==> src/rtl/clk_mgr_pkg.sv <==
// clock manager types and constants, referenced by scoped names from the design files
package clk_mgr_pkg;

    localparam int BYTE_W         = 8;   // command and status bus width
    localparam int CMD_DATA_W     = 11;  // used bits of the 16-bit command data
    localparam int NUM_SRC        = 2;   // [0] pclk, [1] xclk
    localparam int STAT_PAYLOAD_W = 8;   // {rst[1:0], alive ffclk0/pclk, locked[1:0], extra[1:0]}
    localparam int STAT_SEQ_W     = 6;   // sequence number, top of status byte 1

    // register index, command address bit 0
    localparam logic REG_CTRL = 1'b0;    // resets and power-down
    localparam logic REG_STAT = 1'b1;    // status mode and sequence

    typedef enum logic [1:0] {
        STAT_OFF    = 2'd0,              // no packets
        STAT_SINGLE = 2'd1,              // one packet per write
        STAT_AUTO   = 2'd3               // packet on every payload change
    } stat_mode_t;

    // ctrl register view of the command word
    typedef struct packed {
        logic [CMD_DATA_W-2*NUM_SRC-1:0] rsvd;
        logic [NUM_SRC-1:0]              pwrdwn; // per source power-down
        logic [NUM_SRC-1:0]              rst;    // per source reset
    } ctrl_word_t;

    // status register view of the command word
    typedef struct packed {
        logic [CMD_DATA_W-2-STAT_SEQ_W-1:0] rsvd;
        stat_mode_t                         mode;
        logic [STAT_SEQ_W-1:0]              seq;
    } stat_word_t;

    // one data word, meaning picked by the register index
    typedef union packed {
        ctrl_word_t ctrl;
        stat_word_t stat;
    } cmd_word_t;

endpackage

==> src/rtl/status_if.sv <==
// status path from the clock controller to the status packet generator
`timescale 1ns/100ps

interface status_if;
    logic [clk_mgr_pkg::STAT_PAYLOAD_W-1:0] payload;   // registered status word
    logic                                   stat_we;   // one-cycle pulse on mode/seq write
    clk_mgr_pkg::stat_mode_t                stat_mode; // current packet mode
    logic [clk_mgr_pkg::STAT_SEQ_W-1:0]     stat_seq;  // sequence number for next packets

    // controller side drives everything
    modport ctrl (
        output payload,
        output stat_we,
        output stat_mode,
        output stat_seq
    );

    // generator side only listens
    modport gen (
        input payload,
        input stat_we,
        input stat_mode,
        input stat_seq
    );
endinterface

==> src/rtl/status_generate.sv <==
// status packet sequencer, three-byte packets on request in single or automatic mode
`timescale 1ns/100ps

module status_generate #(
    parameter logic [7:0] STATUS_ADDR = 8'h3a
) (
    input  logic                           mclk,
    input  logic                           ffclk0_rst,
    status_if.gen                          stat,
    output logic [clk_mgr_pkg::BYTE_W-1:0] status_ad_o,    // address, then two data bytes
    output logic                           status_rq_o,    // held until start
    input  logic                           status_start_i  // address byte taken
);
    localparam int PW = clk_mgr_pkg::STAT_PAYLOAD_W;

    typedef enum logic [1:0] {
        ST_IDLE,                     // address byte when pending
        ST_BYTE1,                    // {seq, payload[1:0]}
        ST_BYTE2                     // {2'b0, payload[7:2]}
    } seq_state_t;

    seq_state_t                         state;
    logic                               pending;    // packet owed
    logic [PW-1:0]                      last_sent;  // auto mode reference
    logic [clk_mgr_pkg::STAT_SEQ_W-1:0] seq_r;      // captured with the payload
    logic [PW-1:0]                      pay_r;
    logic                               wr_req;     // single or auto write
    logic                               auto_req;   // payload moved since last packet
    logic                               start;

    assign wr_req      = stat.stat_we && (stat.stat_mode != clk_mgr_pkg::STAT_OFF);
    assign auto_req    = (stat.stat_mode == clk_mgr_pkg::STAT_AUTO) &&
                         (stat.payload != last_sent);
    assign status_rq_o = pending && (state == ST_IDLE);
    assign start       = status_rq_o && status_start_i;

    always_comb begin
        case (state)
            ST_BYTE1: status_ad_o = {seq_r, pay_r[1:0]};
            ST_BYTE2: status_ad_o = {2'b00, pay_r[PW-1:2]};
            default:  status_ad_o = status_rq_o ? STATUS_ADDR : '0;  // bus idles at 0
        endcase
    end

    always_ff @(posedge mclk or posedge ffclk0_rst) begin
        if (ffclk0_rst) begin
            state     <= ST_IDLE;
            pending   <= 1'b0;
            last_sent <= '0;
        end else begin
            case (state)
                ST_IDLE: begin
                    if (start) state <= ST_BYTE1;
                end
                ST_BYTE1: state <= ST_BYTE2;
                default:  state <= ST_IDLE;
            endcase
            if (start) begin
                pending   <= wr_req;              // only a fresh write re-arms at once
                last_sent <= stat.payload;
            end else if (wr_req || auto_req) begin
                pending <= 1'b1;                  // STAT_OFF write never sets it
            end
        end
    end

    // packet contents frozen at start
    always_ff @(posedge mclk) begin
        if (start) begin
            seq_r <= stat.stat_seq;
            pay_r <= stat.payload;
        end
    end

endmodule

==> src/flat_wrapper.sv <==
// flat-port wrapper written by rule: the top's interface ports become plain ports
module status_generate_flat 
#(
    parameter logic [7:0] STATUS_ADDR = 8'h3a
)
  (mclk, ffclk0_rst, status_ad_o, status_rq_o, status_start_i, stat_payload, stat_stat_we, stat_stat_mode, stat_stat_seq);
  status_if stat_i ();
  input  logic mclk;
  input  logic ffclk0_rst;
  output logic [clk_mgr_pkg::BYTE_W-1:0] status_ad_o;
  output logic status_rq_o;
  input  logic status_start_i;
  input wire logic [$bits(stat_i.payload)-1:0] stat_payload;
  input wire logic [$bits(stat_i.stat_we)-1:0] stat_stat_we;
  input wire logic [$bits(stat_i.stat_mode)-1:0] stat_stat_mode;
  input wire logic [$bits(stat_i.stat_seq)-1:0] stat_stat_seq;
  assign stat_i.payload = stat_payload;
  assign stat_i.stat_we = stat_stat_we;
  assign stat_i.stat_mode = stat_stat_mode;
  assign stat_i.stat_seq = stat_stat_seq;
  status_generate #(.STATUS_ADDR(STATUS_ADDR)) u_core (.mclk(mclk), .ffclk0_rst(ffclk0_rst), .stat(stat_i), .status_ad_o(status_ad_o), .status_rq_o(status_rq_o), .status_start_i(status_start_i));
endmodule
==> config.mk <==
export PLATFORM = sky130hd
export DESIGN_NAME = status_generate_flat
export DESIGN_NICKNAME = d
export VERILOG_FILES = /design/src/rtl/clk_mgr_pkg.sv /design/src/rtl/status_if.sv /design/src/rtl/status_generate.sv /design/src/flat_wrapper.sv
export SDC_FILE = /design/constraint.sdc
export NUM_CORES = 1
export LEC_CHECK = 0
export ABC_AREA = 1
export BUFFER_PORTS_ARGS = -buffer_cell sky130_fd_sc_hd__clkbuf_2
export CAP_MARGIN = 20
export CORE_MARGIN = 3
export CORE_UTILIZATION = 55
export DETAILED_ROUTE_END_ITERATION = 10
export PLACE_DENSITY = 0.89
export SYNTH_ARGS = -nofsm -noshare
export SYNTH_HDL_FRONTEND = slang
export SYNTH_SLANG_ARGS = --single-unit
==> constraint.sdc <==
create_clock -name mclk -period 2.7 [get_ports mclk]
set_input_delay 0.54 -clock mclk [delete_from_list [all_inputs] [get_ports mclk]]
set_output_delay 0.54 -clock mclk [all_outputs]
set_load 0.01 [all_outputs]
==> flow_metrics.env <==
export IMPL_critical_path_startpoint_type="register"
export IMPL_vias_per_cell=4.66
export IMPL_power_share_sequential=0.431
export IMPL_postSynthCellCount=124
export IMPL_p_leak_uw=0.000708
export IMPL_worstPathArrival_ns=1.62
export IMPL_cp_data_required_time_ns=2.16
export IMPL_finalInstanceArea_sq_mm=0.00138
export IMPL_grt_start_max_net_pins=20
export IMPL_grt_first_pass_wirelength_microns=3400
export IMPL_clock_insertion_delay_worst_skew_ns=0.31
export IMPL_crit_path_max_incr_delay_ns=0.40
export IMPL_reg2reg_setup_slack_ns=0.99
export IMPL_global_route_usage_total=0.175
export IMPL_finalSetupViolations=0
export IMPL_cell_area_after_synthesis_sq_mm=0.00120
export IMPL_worstReg2RegStart="u_core.state[0]"
export IMPL_antenna_violating_nets_post_route=0
export IMPL_vias=844
export IMPL_effective_utilization_at_floorplan=0.593
export IMPL_share_clk_of_total_power=0.114
export IMPL_drt_iter0_drc=16
export IMPL_tritoncts="done"
export IMPL_synth_seq_cells=25
export IMPL_cp_cell_sequence="inv_1 -> ha_1 -> inv_1 -> nand2_1 -> nand2_1 -> clkbuf_2"
export IMPL_number_of_gates_resized_after_cts=0
export IMPL_nNetsFinal=180
export IMPL_clk_pin_slew_worst_paths_ns=0.12
export IMPL_grt_pass1_vias=777
export IMPL_critical_path_class="reg -> out"
export IMPL_timing_slew_headroom=0.722
export IMPL_postCtsSetupBuffers=0
export IMPL_worstSetupEndpointType="output port"
export IMPL_htreeDepth=1
export IMPL_internal_power_uw=842
export IMPL_routed_length_per_instance_microns=11.3
export IMPL_finalClockSkew_ns=0.00141
export IMPL_multi_input_logic_area_sq_um=424
export IMPL_num_io_pins=29
export IMPL_min_period_over_period=0.801
export IMPL_fin_tns_setup_ns=0
export IMPL_share_comb_of_total_power=0.455
export IMPL_cts_path_max_buffers=2
export IMPL_fp_row_count=16
export IMPL_r2r_end="u_core.seq_r[2]"
export IMPL_holdWs_ns=0.173
export IMPL_firstDrtPassIters=4
export IMPL_r2r_cells=6
export IMPL_dp_slack_ns=0.896
export IMPL_synthesis_nets=149
export IMPL_synth_area_top_cells="sky130_fd_sc_hd__edfxtp_1 (35%), sky130_fd_sc_hd__dfrtp_1 (23%), sky130_fd_sc_hd__nand2_1 (17%), sky130_fd_sc_hd__ha_1 (5.2%), sky130_fd_sc_hd__xnor2_1 (3.6%)"
export IMPL_synthesis_yosys_warnings=0
export IMPL_cts_sinks=25
export IMPL_layout_drive_gt1_share=0.286
export IMPL_placedInstanceArea_sq_mm=0.00135
export IMPL_overflow=0
export IMPL_tritoncts_num_buffers=3
export IMPL_critPathSlowestCell="sky130_fd_sc_hd__dfrtp_1"
export IMPL_place_detailed_hpwl_microns=1610
export IMPL_finalWorstSetupSlack_ns=0.537
export IMPL_area_sequential_sq_um=696
export IMPL_synthesis_area_per_instance_sq_um=9.68
export IMPL_run_status="completed"
export IMPL_antenna_found_initial=0
export IMPL_ctsHoldBuffers=0
export IMPL_maximum_operating_frequency_mhz=462
export IMPL_ir_worst_vdd_mv=0.641
export IMPL_antenna_cells_inserted=0
export IMPL_clock_period_minus_worst_slack_ns=2.16
export IMPL_timing_max_cap_violations=0
export IMPL_largest_fanout_of_any_net_on_the_critical_path=5
export IMPL_routed_wl_microns=2040
export IMPL_sw_share=0.396
export IMPL_coreArea_sq_mm=0.00202
export IMPL_p_switching_uw=552
export IMPL_final_hold_viol_count=0
export IMPL_rsz0062_at_grt="false"
export IMPL_chipWidth_microns=52.7
export IMPL_remaining_routing_drc_violations=0
export IMPL_unique_cell_type_count_in_the_yosys_netlist=17
export IMPL_report_final_slew_viol_count=0
export IMPL_synth_largest_area_cell="sky130_fd_sc_hd__edfxtp_1"
export IMPL_dieHeight_microns=52.7
export IMPL_area_growth_syn_to_layout_pct=15.0
export IMPL_max_slew_worst_pin_slew_ns=0.417
export IMPL_synth_top_area_share=0.350
export IMPL_synth_seq_area_share=0.580
export IMPL_layout_common_cells="sky130_fd_sc_hd__nand2_1 (55), sky130_fd_sc_hd__clkbuf_2 (28), sky130_fd_sc_hd__edfxtp_1 (14)"
export IMPL_fillCellCount=161
export IMPL_clockRootBuffer="sky130_fd_sc_hd__clkbuf_4"
export IMPL_power_per_cell_area_mw_per_mm2=1010
export IMPL_die_area_sq_mm=0.00278
export IMPL_gp_congestion=0.751
export IMPL_most_frequent_standard_cell_in_the_layout_excluding_fill_and_tap_cells="sky130_fd_sc_hd__nand2_1"
export IMPL_holdCritPathClass="in -> async"
export IMPL_port_buffers=28
==> critical path: cells and delay by family (launching register included) <==
family                     cells  cell delay [ns]
buffers and inverters          3             0.35
and+or+nand+nor                2             0.19
adders and majority gates      1             0.37
DFF                            1             0.40
==> cell families (layout without fill, tap and decap cells) <==
logic type / Yosys count / after routing / share of synthesized area
and+or+nand+nor: 59 / 59 / 0.193
buffers and inverters: 18 / 48 / 0.0667
xor gates and xnor gates: 5 / 5 / 0.0365
adders and majority gates: 5 / 5 / 0.0521
DFF: 25 / 25 / 0.580
AOI/OAI and AO/OA: 12 / 12 / 0.0719
==> flip-flops by register name (all words and copies together) (netlist names) <==
register	cells
u_core.last_sent	8
u_core.pay_r	8
u_core.pending	1
u_core.seq_r	6
u_core.state	2
==> power groups by stage <==
stage / clock network [uW] / logic, uW / registers (uW)
detailed placement: 0 / 642 / 608
global route: 185 / 722 / 615
global placement: 0 / 610 / 602
floorplan: 0 / 475 / 592
finish: 159 / 633 / 600
CTS: 165 / 645 / 600
==> layer usage <==
layer	up-vias	wire, microns	track usage
met5	-	0	0
met4	0	61	0.128
met3	5	116	0.0285
met2	25	999	0.279
met1	366	865	0.213
li1	448	-	-
==> worst max path at each step <==
stage	from	endpoint	cells after the start
CTS	u_core.state[0]	status_ad_o[3]	6
global route	u_core.state[0]	status_ad_o[1]	6
floorplan	u_core.state[0]	status_ad_o[1]	5
global placement	u_core.state[0]	status_ad_o[4]	6
finish	u_core.state[0]	status_ad_o[3]	6
detailed placement	u_core.state[0]	status_ad_o[3]	6
==> synth_stat cells <==
cell,count
sky130_fd_sc_hd__a21oi_1,2
sky130_fd_sc_hd__edfxtp_1,14
sky130_fd_sc_hd__o21ai_0,1
sky130_fd_sc_hd__o21ai_1,2
sky130_fd_sc_hd__o21ai_2,3
sky130_fd_sc_hd__nand2_1,55
sky130_fd_sc_hd__inv_1,8
sky130_fd_sc_hd__nand2_4,1
sky130_fd_sc_hd__a22o_1,4
sky130_fd_sc_hd__ha_1,5
sky130_fd_sc_hd__buf_8,1
sky130_fd_sc_hd__dfrtp_1,11
sky130_fd_sc_hd__xnor2_1,5
sky130_fd_sc_hd__buf_2,1
sky130_fd_sc_hd__inv_2,8
sky130_fd_sc_hd__nand2_2,1
sky130_fd_sc_hd__nor2_1,2
==> stage by stage <==
stage | std cells | power (uW) | utilization
floorplan | 124 | 1070 | -
global route | 181 | 1520 | 0.683
CTS | 181 | 1410 | 0.683
global placement | 177 | 1210 | 0.670
detailed placement | 177 | 1250 | 0.670
finish | 181 | 1390 | 0.683
==> final cells by class <==
class                   instances  share of cell area
repair buffers                 28               0.102
well taps                      27              0.0245
inverters                      16              0.0435
flip-flops and latches         25               0.504
clock buffers                   4              0.0190
multi-input cells              81               0.307
Note: power is estimated with default switching activity, not from simulation.
