### config.mk
export PLATFORM = sky130hd
export DESIGN_NAME = cmd_deser
export DESIGN_NICKNAME = d
export VERILOG_FILES = /design/src/rtl/clk_mgr_pkg.sv /design/src/rtl/cmd_deser.sv
export SDC_FILE = /design/constraint.sdc
export NUM_CORES = 1
export LEC_CHECK = 0
export BUFFER_PORTS_ARGS = -buffer_cell sky130_fd_sc_hd__buf_2
export CORE_MARGIN = 2
export CORE_UTILIZATION = 55
export CTS_BUF_LIST = sky130_fd_sc_hd__clkbuf_4 sky130_fd_sc_hd__clkbuf_8
export DETAILED_ROUTE_END_ITERATION = 8
export HOLD_SLACK_MARGIN = 0.15
export PLACE_DENSITY = 0.82
export SETUP_SLACK_MARGIN = 0.1
export SKIP_CTS_REPAIR_TIMING = 1
export SKIP_LAST_GASP = 1
export SYNTH_ARGS = -nofsm -noshare
export SYNTH_HDL_FRONTEND = slang
export SYNTH_SLANG_ARGS = --single-unit
### constraint.sdc
create_clock -name mclk -period 2.3 [get_ports mclk]
set_clock_uncertainty 0.15 [all_clocks]
set_input_delay 0.46 -clock mclk [delete_from_list [all_inputs] [get_ports mclk]]
set_output_delay 0.46 -clock mclk [all_outputs]
set_load 0.05 [all_outputs]
### src/rtl/clk_mgr_pkg.sv
// clock manager types and constants, referenced by scoped names from the design files
package clk_mgr_pkg;

    localparam int BYTE_W         = 8;   // command and status bus width
    localparam int CMD_DATA_W     = 11;  // used bits of the 16-bit command data
    localparam int NUM_SRC        = 2;   // [0] pclk, [1] xclk
    localparam int STAT_PAYLOAD_W = 8;   // {rst[1:0], alive ffclk0/pclk, locked[1:0], extra[1:0]}
    localparam int STAT_SEQ_W     = 6;   // sequence number, top of status byte 1

    // register index, command address bit 0
    localparam logic REG_CTRL = 1'b0;    // resets and power-down
    localparam logic REG_STAT = 1'b1;    // status mode and sequence

    typedef enum logic [1:0] {
        STAT_OFF    = 2'd0,              // no packets
        STAT_SINGLE = 2'd1,              // one packet per write
        STAT_AUTO   = 2'd3               // packet on every payload change
    } stat_mode_t;

    // ctrl register view of the command word
    typedef struct packed {
        logic [CMD_DATA_W-2*NUM_SRC-1:0] rsvd;
        logic [NUM_SRC-1:0]              pwrdwn; // per source power-down
        logic [NUM_SRC-1:0]              rst;    // per source reset
    } ctrl_word_t;

    // status register view of the command word
    typedef struct packed {
        logic [CMD_DATA_W-2-STAT_SEQ_W-1:0] rsvd;
        stat_mode_t                         mode;
        logic [STAT_SEQ_W-1:0]              seq;
    } stat_word_t;

    // one data word, meaning picked by the register index
    typedef union packed {
        ctrl_word_t ctrl;
        stat_word_t stat;
    } cmd_word_t;

endpackage

### src/rtl/cmd_deser.sv
// byte-serial command deserializer, four bytes per command, write pulse on address match
`timescale 1ns/100ps

module cmd_deser #(
    parameter logic [15:0] CLK_ADDR = 16'h728,
    parameter logic [15:0] CLK_MASK = 16'h7fe
) (
    input  logic                           mclk,
    input  logic                           ffclk0_rst,
    input  logic [clk_mgr_pkg::BYTE_W-1:0] cmd_ad_i,   // AL, AH, DL, DH
    input  logic                           cmd_stb_i,  // with AL only
    output logic                           cmd_we_o,   // cycle after DH
    output logic                           cmd_reg_o,  // address bit 0
    output clk_mgr_pkg::cmd_word_t         cmd_data_o
);
    localparam int BW = clk_mgr_pkg::BYTE_W;

    logic [3*BW-1:0] sr;         // AL at bottom once three bytes are in
    logic [1:0]      byte_cnt;   // bytes taken so far
    logic            busy;       // inside a command
    logic            last_byte;  // DH on the bus
    logic [2*BW-1:0] addr;
    logic [2*BW-1:0] data_w;     // full 16-bit data, top bits dropped
    logic            addr_hit;

    assign last_byte = busy && (byte_cnt == 2'd3);
    assign addr      = sr[2*BW-1:0];
    assign data_w    = {cmd_ad_i, sr[3*BW-1:2*BW]};
    assign addr_hit  = ((addr ^ CLK_ADDR) & CLK_MASK) == '0; // bit 0 is the register index

    always_ff @(posedge mclk or posedge ffclk0_rst) begin
        if (ffclk0_rst) begin
            busy     <= 1'b0;
            byte_cnt <= '0;
            cmd_we_o <= 1'b0;
        end else begin
            cmd_we_o <= last_byte && addr_hit;  // foreign addresses dropped here
            if (cmd_stb_i) begin
                busy     <= 1'b1;               // strobe restarts a command
                byte_cnt <= 2'd1;
            end else if (busy) begin
                byte_cnt <= byte_cnt + 2'd1;    // wraps to 0 after DH
                if (byte_cnt == 2'd3) begin
                    busy <= 1'b0;
                end
            end
        end
    end

    // byte shifter and data capture
    always_ff @(posedge mclk) begin
        if (cmd_stb_i || (busy && !last_byte)) begin
            sr <= {cmd_ad_i, sr[3*BW-1:BW]};    // newest byte enters at the top
        end
        if (last_byte) begin
            cmd_reg_o  <= addr[0];
            cmd_data_o <= data_w[clk_mgr_pkg::CMD_DATA_W-1:0];
        end
    end

endmodule

==> impl_metrics.json, run 1 <==
{
  "avgRoutedWirePerCell_um": 13.1,
  "setup_tns_ns": 0,
  "syn_area_per_cell_um2": 24.2,
  "synth-seq-cells": 40,
  "syn_nets": 65,
  "pwr_density_cell_nw_per_um2": 1210,
  "drtIter0Drc": 4,
  "die_h_um": 52.3,
  "firstDrtPassIters": 4,
  "core_area_um2": 2210,
  "ys_seq_area_share_pct": 91.9,
  "cap_violations": 0,
  "fin_crit_ns": 1.62,
  "diodes": 0,
  "row_count": 17,
  "yosysWarnings": 0,
  "hpwl_um": 966,
  "path_max_fanout": 25,
  "worstHoldPathType": "input pin to register",
  "min_period_over_period_pct": 70.5,
  "die_x_um": 52.3,
  "start_util_pct": 58.1,
  "cts.sinks": 40,
  "syn_area_um2": 1280,
  "outcome": "complete, no violations",
  "place_ws_ns": 0.722,
  "dp_cells": 105,
  "io_pins": 24,
  "gr-total-overflow": 0,
  "clk_pin_slew_ns": 0.10,
  "fin_cells": 120,
  "htree_levels": 2,
  "final_cell_mix": "edfxtp_1, buf_2, dlygate4sd3_1",
  "clk_latency_ns": 0.33,
  "postRouteAntennaNets": 0,
  "vias": 588,
  "portBuffers": 23,
  "synth.distinct_cells": 13,
  "worst_path_max_delay_cell": "dlygate4sd3_1",
  "drive_above_1_share_pct": 33.7,
  "peakVddDrop_mv": 0.784,
  "cts-root-buf": "clkbuf_4",
  "cts_made_buffers": 5,
  "worst_ep_arrival_time_ns": 1.48,
  "cp_top_family": "buffers and inverters",
  "hold_viol": 0,
  "track_usage_pct": 13.2,
  "grt_max_degree": 26,
  "maxSlewViolCount": 0,
  "syn_inst": 53,
  "worst_pin_slew_ns": 0.595,
  "cts_tree": "done",
  "fin_util_pct": 70.9,
  "area_growth_pct": 22.0,
  "finalSetupViolations": 0,
  "startpoint_type": "input pin",
  "clockBufferDepth": 2,
  "post_drt_via_cell_ratio": 4.90,
  "grt_pass1_wl_mm": 2.24,
  "nets": 104,
  "design_area_um2": 1570,
  "antenna_found_initial": 0,
  "crit_type": "input pin to register",
  "slew_headroom_pct": 60.3,
  "critPathBufInv": 3,
  "final_common_cell": "edfxtp_1",
  "gp_congestion": 0.642,
  "end_kind": "register",
  "finalWirelength_mm": 1.57,
  "cp_slowest_stage_delay_ns": 0.52,
  "fp.dieArea_um2": 2740,
  "p_leak_nw": 0.606,
  "grt_setup_unrepaired": "no",
  "drc": 0,
  "grt_pass1_vias": 514,
  "crit_required_ns": 2.15,
  "worst_slack_ns": 0.678,
  "placed_area_um2": 1440,
  "max_freq_mhz": 617,
  "crit_chain": "dlygate4sd3_1 > buf_2 > a21o_1 > buf_4"
}
## Yosys cell counts
master	n	share of area, %
nand4b_1	2	1.4
a21o_1	1	0.58
ha_1	1	0.97
dfrtp_1	4	7.8
nor2_1	1	0.29
inv_1	2	0.58
mux2i_1	1	0.78
edfxtp_1	36	84
or4b_4	1	1.1
and2_1	1	0.49
nor3_2	1	0.78
xnor2_1	1	0.68
nand2b_1	1	0.49
## cell families after synthesis
logic type	after synthesis	synth area share, %
flip-flops	40	91.9
XOR/XNOR	1	0.682
AO/OA/AOI/OAI	1	0.584
multiplexers	1	0.779
AND/OR/NAND/NOR	7	4.48
buffers and inverters	2	0.584
adder cells (fa/ha/maj)	1	0.974
## report_power, final
part	switching (mW)	internal, mW
registers	0.0761	1.10
logic	0.325	0.106
clock network	0.184	0.107
total	0.586	1.31
## layer usage
layer / track usage (%) / vias to the layer above / wire length [um]
li1: - / 285 / -
met1: 14.3 / 278 / 618
met2: 19.2 / 21 / 804
met3: 6.00 / 4 / 115
met4: 11.5 / 0 / 31
met5: 0 / - / 0
## final cells by class
class | count | area (um2)
multi-input cells | 11 | 96.3
flip-flops and latches | 40 | 1180
clock buffers | 5 | 37.5
well taps | 28 | 35.0
repair buffers | 32 | 203
fillers | 142 | 644
inverters | 2 | 7.51
clock inverters | 2 | 7.51
## flip-flops by register name, summed over array words and instances (netlist names)
| name | flops |
|---|---|
| busy | 1 |
| byte_cnt | 2 |
| cmd_data_o | 11 |
| cmd_reg_o | 1 |
| cmd_we_o | 1 |
| sr | 24 |
## worst paths after layout
kind / startpoint / end / slack (ns) / cells past startpoint
max: cmd_stb_i / sr[4] / 0.68 / 4
min: cmd_ad_i[2] / sr[18] / 0.17 / 1
max reg2reg: byte_cnt[0] / cmd_data_o[4] / 0.70 / 2
min reg2reg: sr[15] / sr[7] / 0.28 / 0
max in group asynchronous: ffclk0_rst / byte_cnt[1] / 1.45 / 3
min in group asynchronous: ffclk0_rst / cmd_we_o / 0.40 / 3
## per-stage QoR
stage | power (mW) | hold WS [ns]
2_1_floorplan | 1.49 | 0.0761
3_3_place_gp | 1.59 | 0.193
3_5_place_dp | 1.62 | 0.202
4_1_cts | 1.91 | -0.170
5_1_grt | 1.99 | 0.149
6_report | 1.90 | 0.167
## worst reg2reg max path, cell delays in order, from the launching register on
cell and delay (ns):
dfrtp_1 0.38, ha_1 0.19, and2_1 0.52
Power figures use the tool's default switching activity.
==> inputs of run 2 (changes only) <==
--- a/config.mk
+++ b/config.mk
@@ -7,11 +7,11 @@
 export LEC_CHECK = 0
 export BUFFER_PORTS_ARGS = -buffer_cell sky130_fd_sc_hd__buf_2
 export CORE_MARGIN = 2
-export CORE_UTILIZATION = 55
+export CORE_UTILIZATION = 50
 export CTS_BUF_LIST = sky130_fd_sc_hd__clkbuf_4 sky130_fd_sc_hd__clkbuf_8
 export DETAILED_ROUTE_END_ITERATION = 8
 export HOLD_SLACK_MARGIN = 0.15
-export PLACE_DENSITY = 0.82
+export PLACE_DENSITY = 0.79
 export SETUP_SLACK_MARGIN = 0.1
 export SKIP_CTS_REPAIR_TIMING = 1
 export SKIP_LAST_GASP = 1
==> constraint.sdc (replaced) <==
create_clock -name mclk -period 1.4 [get_ports mclk]
set_clock_uncertainty 0.15 [all_clocks]
set_input_delay 0.28 -clock mclk [delete_from_list [all_inputs] [get_ports mclk]]
set_output_delay 0.28 -clock mclk [all_outputs]
set_load 0.05 [all_outputs]
==> run 2 against run 1 <==
Net effect:
- largest cell class unchanged
- critical path depth is 3 lower
- sequential share of layout area down 8.3 points
- die area rose by 9.2%
- critical endpoint is now cmd_data_o[7]
- sequential power increased by 70%
- flip-flop and latch count did not move
- final area increased by 13%
- clock power up 89%
- worst setup slack lost 0.64 ns
- highest routed layer unchanged
- final cell count up 7.5%
- utilization grew 0.99 points
==> impl_metrics.json, run 2 (synthesis results as in run 1) <==
{
  "slew_headroom_pct": 84.8,
  "crit_required_ns": 0.97,
  "finalSetupViolations": 0,
  "pwr_density_cell_nw_per_um2": 2010,
  "antenna_found_initial": 0,
  "cts.sinks": 40,
  "switching_power_mw": 1.13,
  "clk_pin_slew_ns": 0.12,
  "max_freq_mhz": 736,
  "cap_violations": 0,
  "row_count": 18,
  "pwr-share-clk_pct": 15.5,
  "cp.depth": 1,
  "worst_pin_slew_ns": 0.229,
  "final_cell_mix": "edfxtp_1, buf_6, dlygate4sd3_1, buf_2, clkbuf_4",
  "drc": 0,
  "grt_setup_unrepaired": "yes",
  "netSwitchingFraction_pct": 32.0,
  "postRouteAntennaNets": 0,
  "critPathBufInv": 1,
  "setup_tns_ns": 0,
  "outcome": "complete, no violations",
  "maxSlewViolCount": 0,
  "htree_levels": 2,
  "wl_met1_um": 977,
  "startpoint_type": "register",
  "wl_met3_um": 114,
  "core_area_um2": 2450,
  "crit_type": "register to primary output",
  "hpwl_um": 954,
  "final_common_cell": "edfxtp_1",
  "drive_above_1_share_pct": 43.4,
  "p_comb_share_pct": 28.3,
  "crit_chain": "buf_6",
  "clockBufferDepth": 2,
  "top_regs": "sr x24, cmd_data_o x11, byte_cnt x2",
  "worst_ep_arrival_time_ns": 0.93,
  "cp_slowest_stage_delay_ns": 0.42,
  "gr-total-overflow": 0,
  "portBuffers": 23,
  "diodes": 0,
  "io_pins": 24,
  "min_period_over_period_pct": 97.0,
  "finalWirelength_mm": 2.17,
  "power_frac_seq_pct": 56.2,
  "highest-signal-layer": "met4",
  "fp.dieArea_um2": 2990,
  "cts-root-buf": "clkbuf_4",
  "rr_worst_depth": 3,
  "hold_viol": 0,
  "die_h_um": 54.7,
  "avgRoutedWirePerCell_um": 16.8,
  "cts_made_buffers": 5,
  "cts_tree": "done",
  "drtIter0Drc": 23,
  "top_register": "sr",
  "intPower_mw": 2.41,
  "cp_top_family": "flip-flops",
  "grt_pass1_vias": 458,
  "firstDrtPassIters": 4,
  "clk_latency_ns": 0.34,
  "total_power_mw": 3.54,
  "timing.hold.ws_ns": 0.201,
  "vias": 660,
  "die_x_um": 54.7,
  "peakVddDrop_mv": 1.48,
  "track_usage_pct": 12.2,
  "fin_crit_ns": 1.36,
  "nets": 111,
  "gp_congestion": 0.646,
  "grt_max_degree": 26,
  "path_max_fanout": 1,
  "end_kind": "primary output",
  "worstHoldPathType": "input pin to async pin",
  "largest_register_ffs": 24,
  "grt_pass1_wl_mm": 2.21,
  "p_leak_nw": 0.670,
  "post_drt_via_cell_ratio": 5.12,
  "wl_met2_mm": 1.05,
  "start_util_pct": 52.3,
  "area_growth_pct": 37.3,
  "worst_path_max_delay_cell": "edfxtp_1",
  "fin_util_pct": 71.9
}
-- run 2: layer usage --
layer  global-route usage, %  vias up
met5                       0        -
met4                    8.75        0
met3                    7.10        5
met2                    14.9       26
met1                    15.9      325
li1                        -      304
-- run 2: layout make-up --
type,instances,area (um2)
Multi-Input combinational cell,15,173
Tap cell,30,37.5
Sequential cell,40,1180
Inverter,2,10.0
Clock inverter,1,5.00
Fill cell,158,691
Timing Repair Buffer,35,312
Clock buffer,6,45.0
-- run 2: path summary, 6_finish.rpt --
path	start	endpoint	slack, ns
min	ffclk0_rst	byte_cnt[0]	0.20
max in group asynchronous	ffclk0_rst	busy	0.74
min in group mclk	sr[11]	sr[3]	0.26
max reg2reg	byte_cnt[0]	sr[17]	0.05
max	cmd_data_o[7]	cmd_data_o[7]	0.04
min reg2reg	sr[11]	sr[3]	0.26
-- run 2: power groups by stage --
stage / clock, mW / combinational [mW] / sequential [mW]
final: 0.551 / 1.00 / 1.99
after global routing: 0.614 / 1.05 / 2.03
after CTS: 0.548 / 0.730 / 1.93
after detailed placement: 0 / 0.728 / 1.96
after global placement: 0 / 0.712 / 1.94
after floorplan: 0 / 0.225 / 2.25
-- run 2: metrics by stage --
| step | setup WS (ns) | area, um2 | std cells |
|---|---|---|---|
| finish | 0.0413 | 1760 | 129 |
| global route | -0.0111 | 1760 | 129 |
| CTS | -0.0472 | 1510 | 114 |
| detailed placement | -0.0208 | 1460 | 107 |
| global placement | 0.0194 | 1460 | 107 |
| floorplan | 0.0791 | 1300 | 53 |
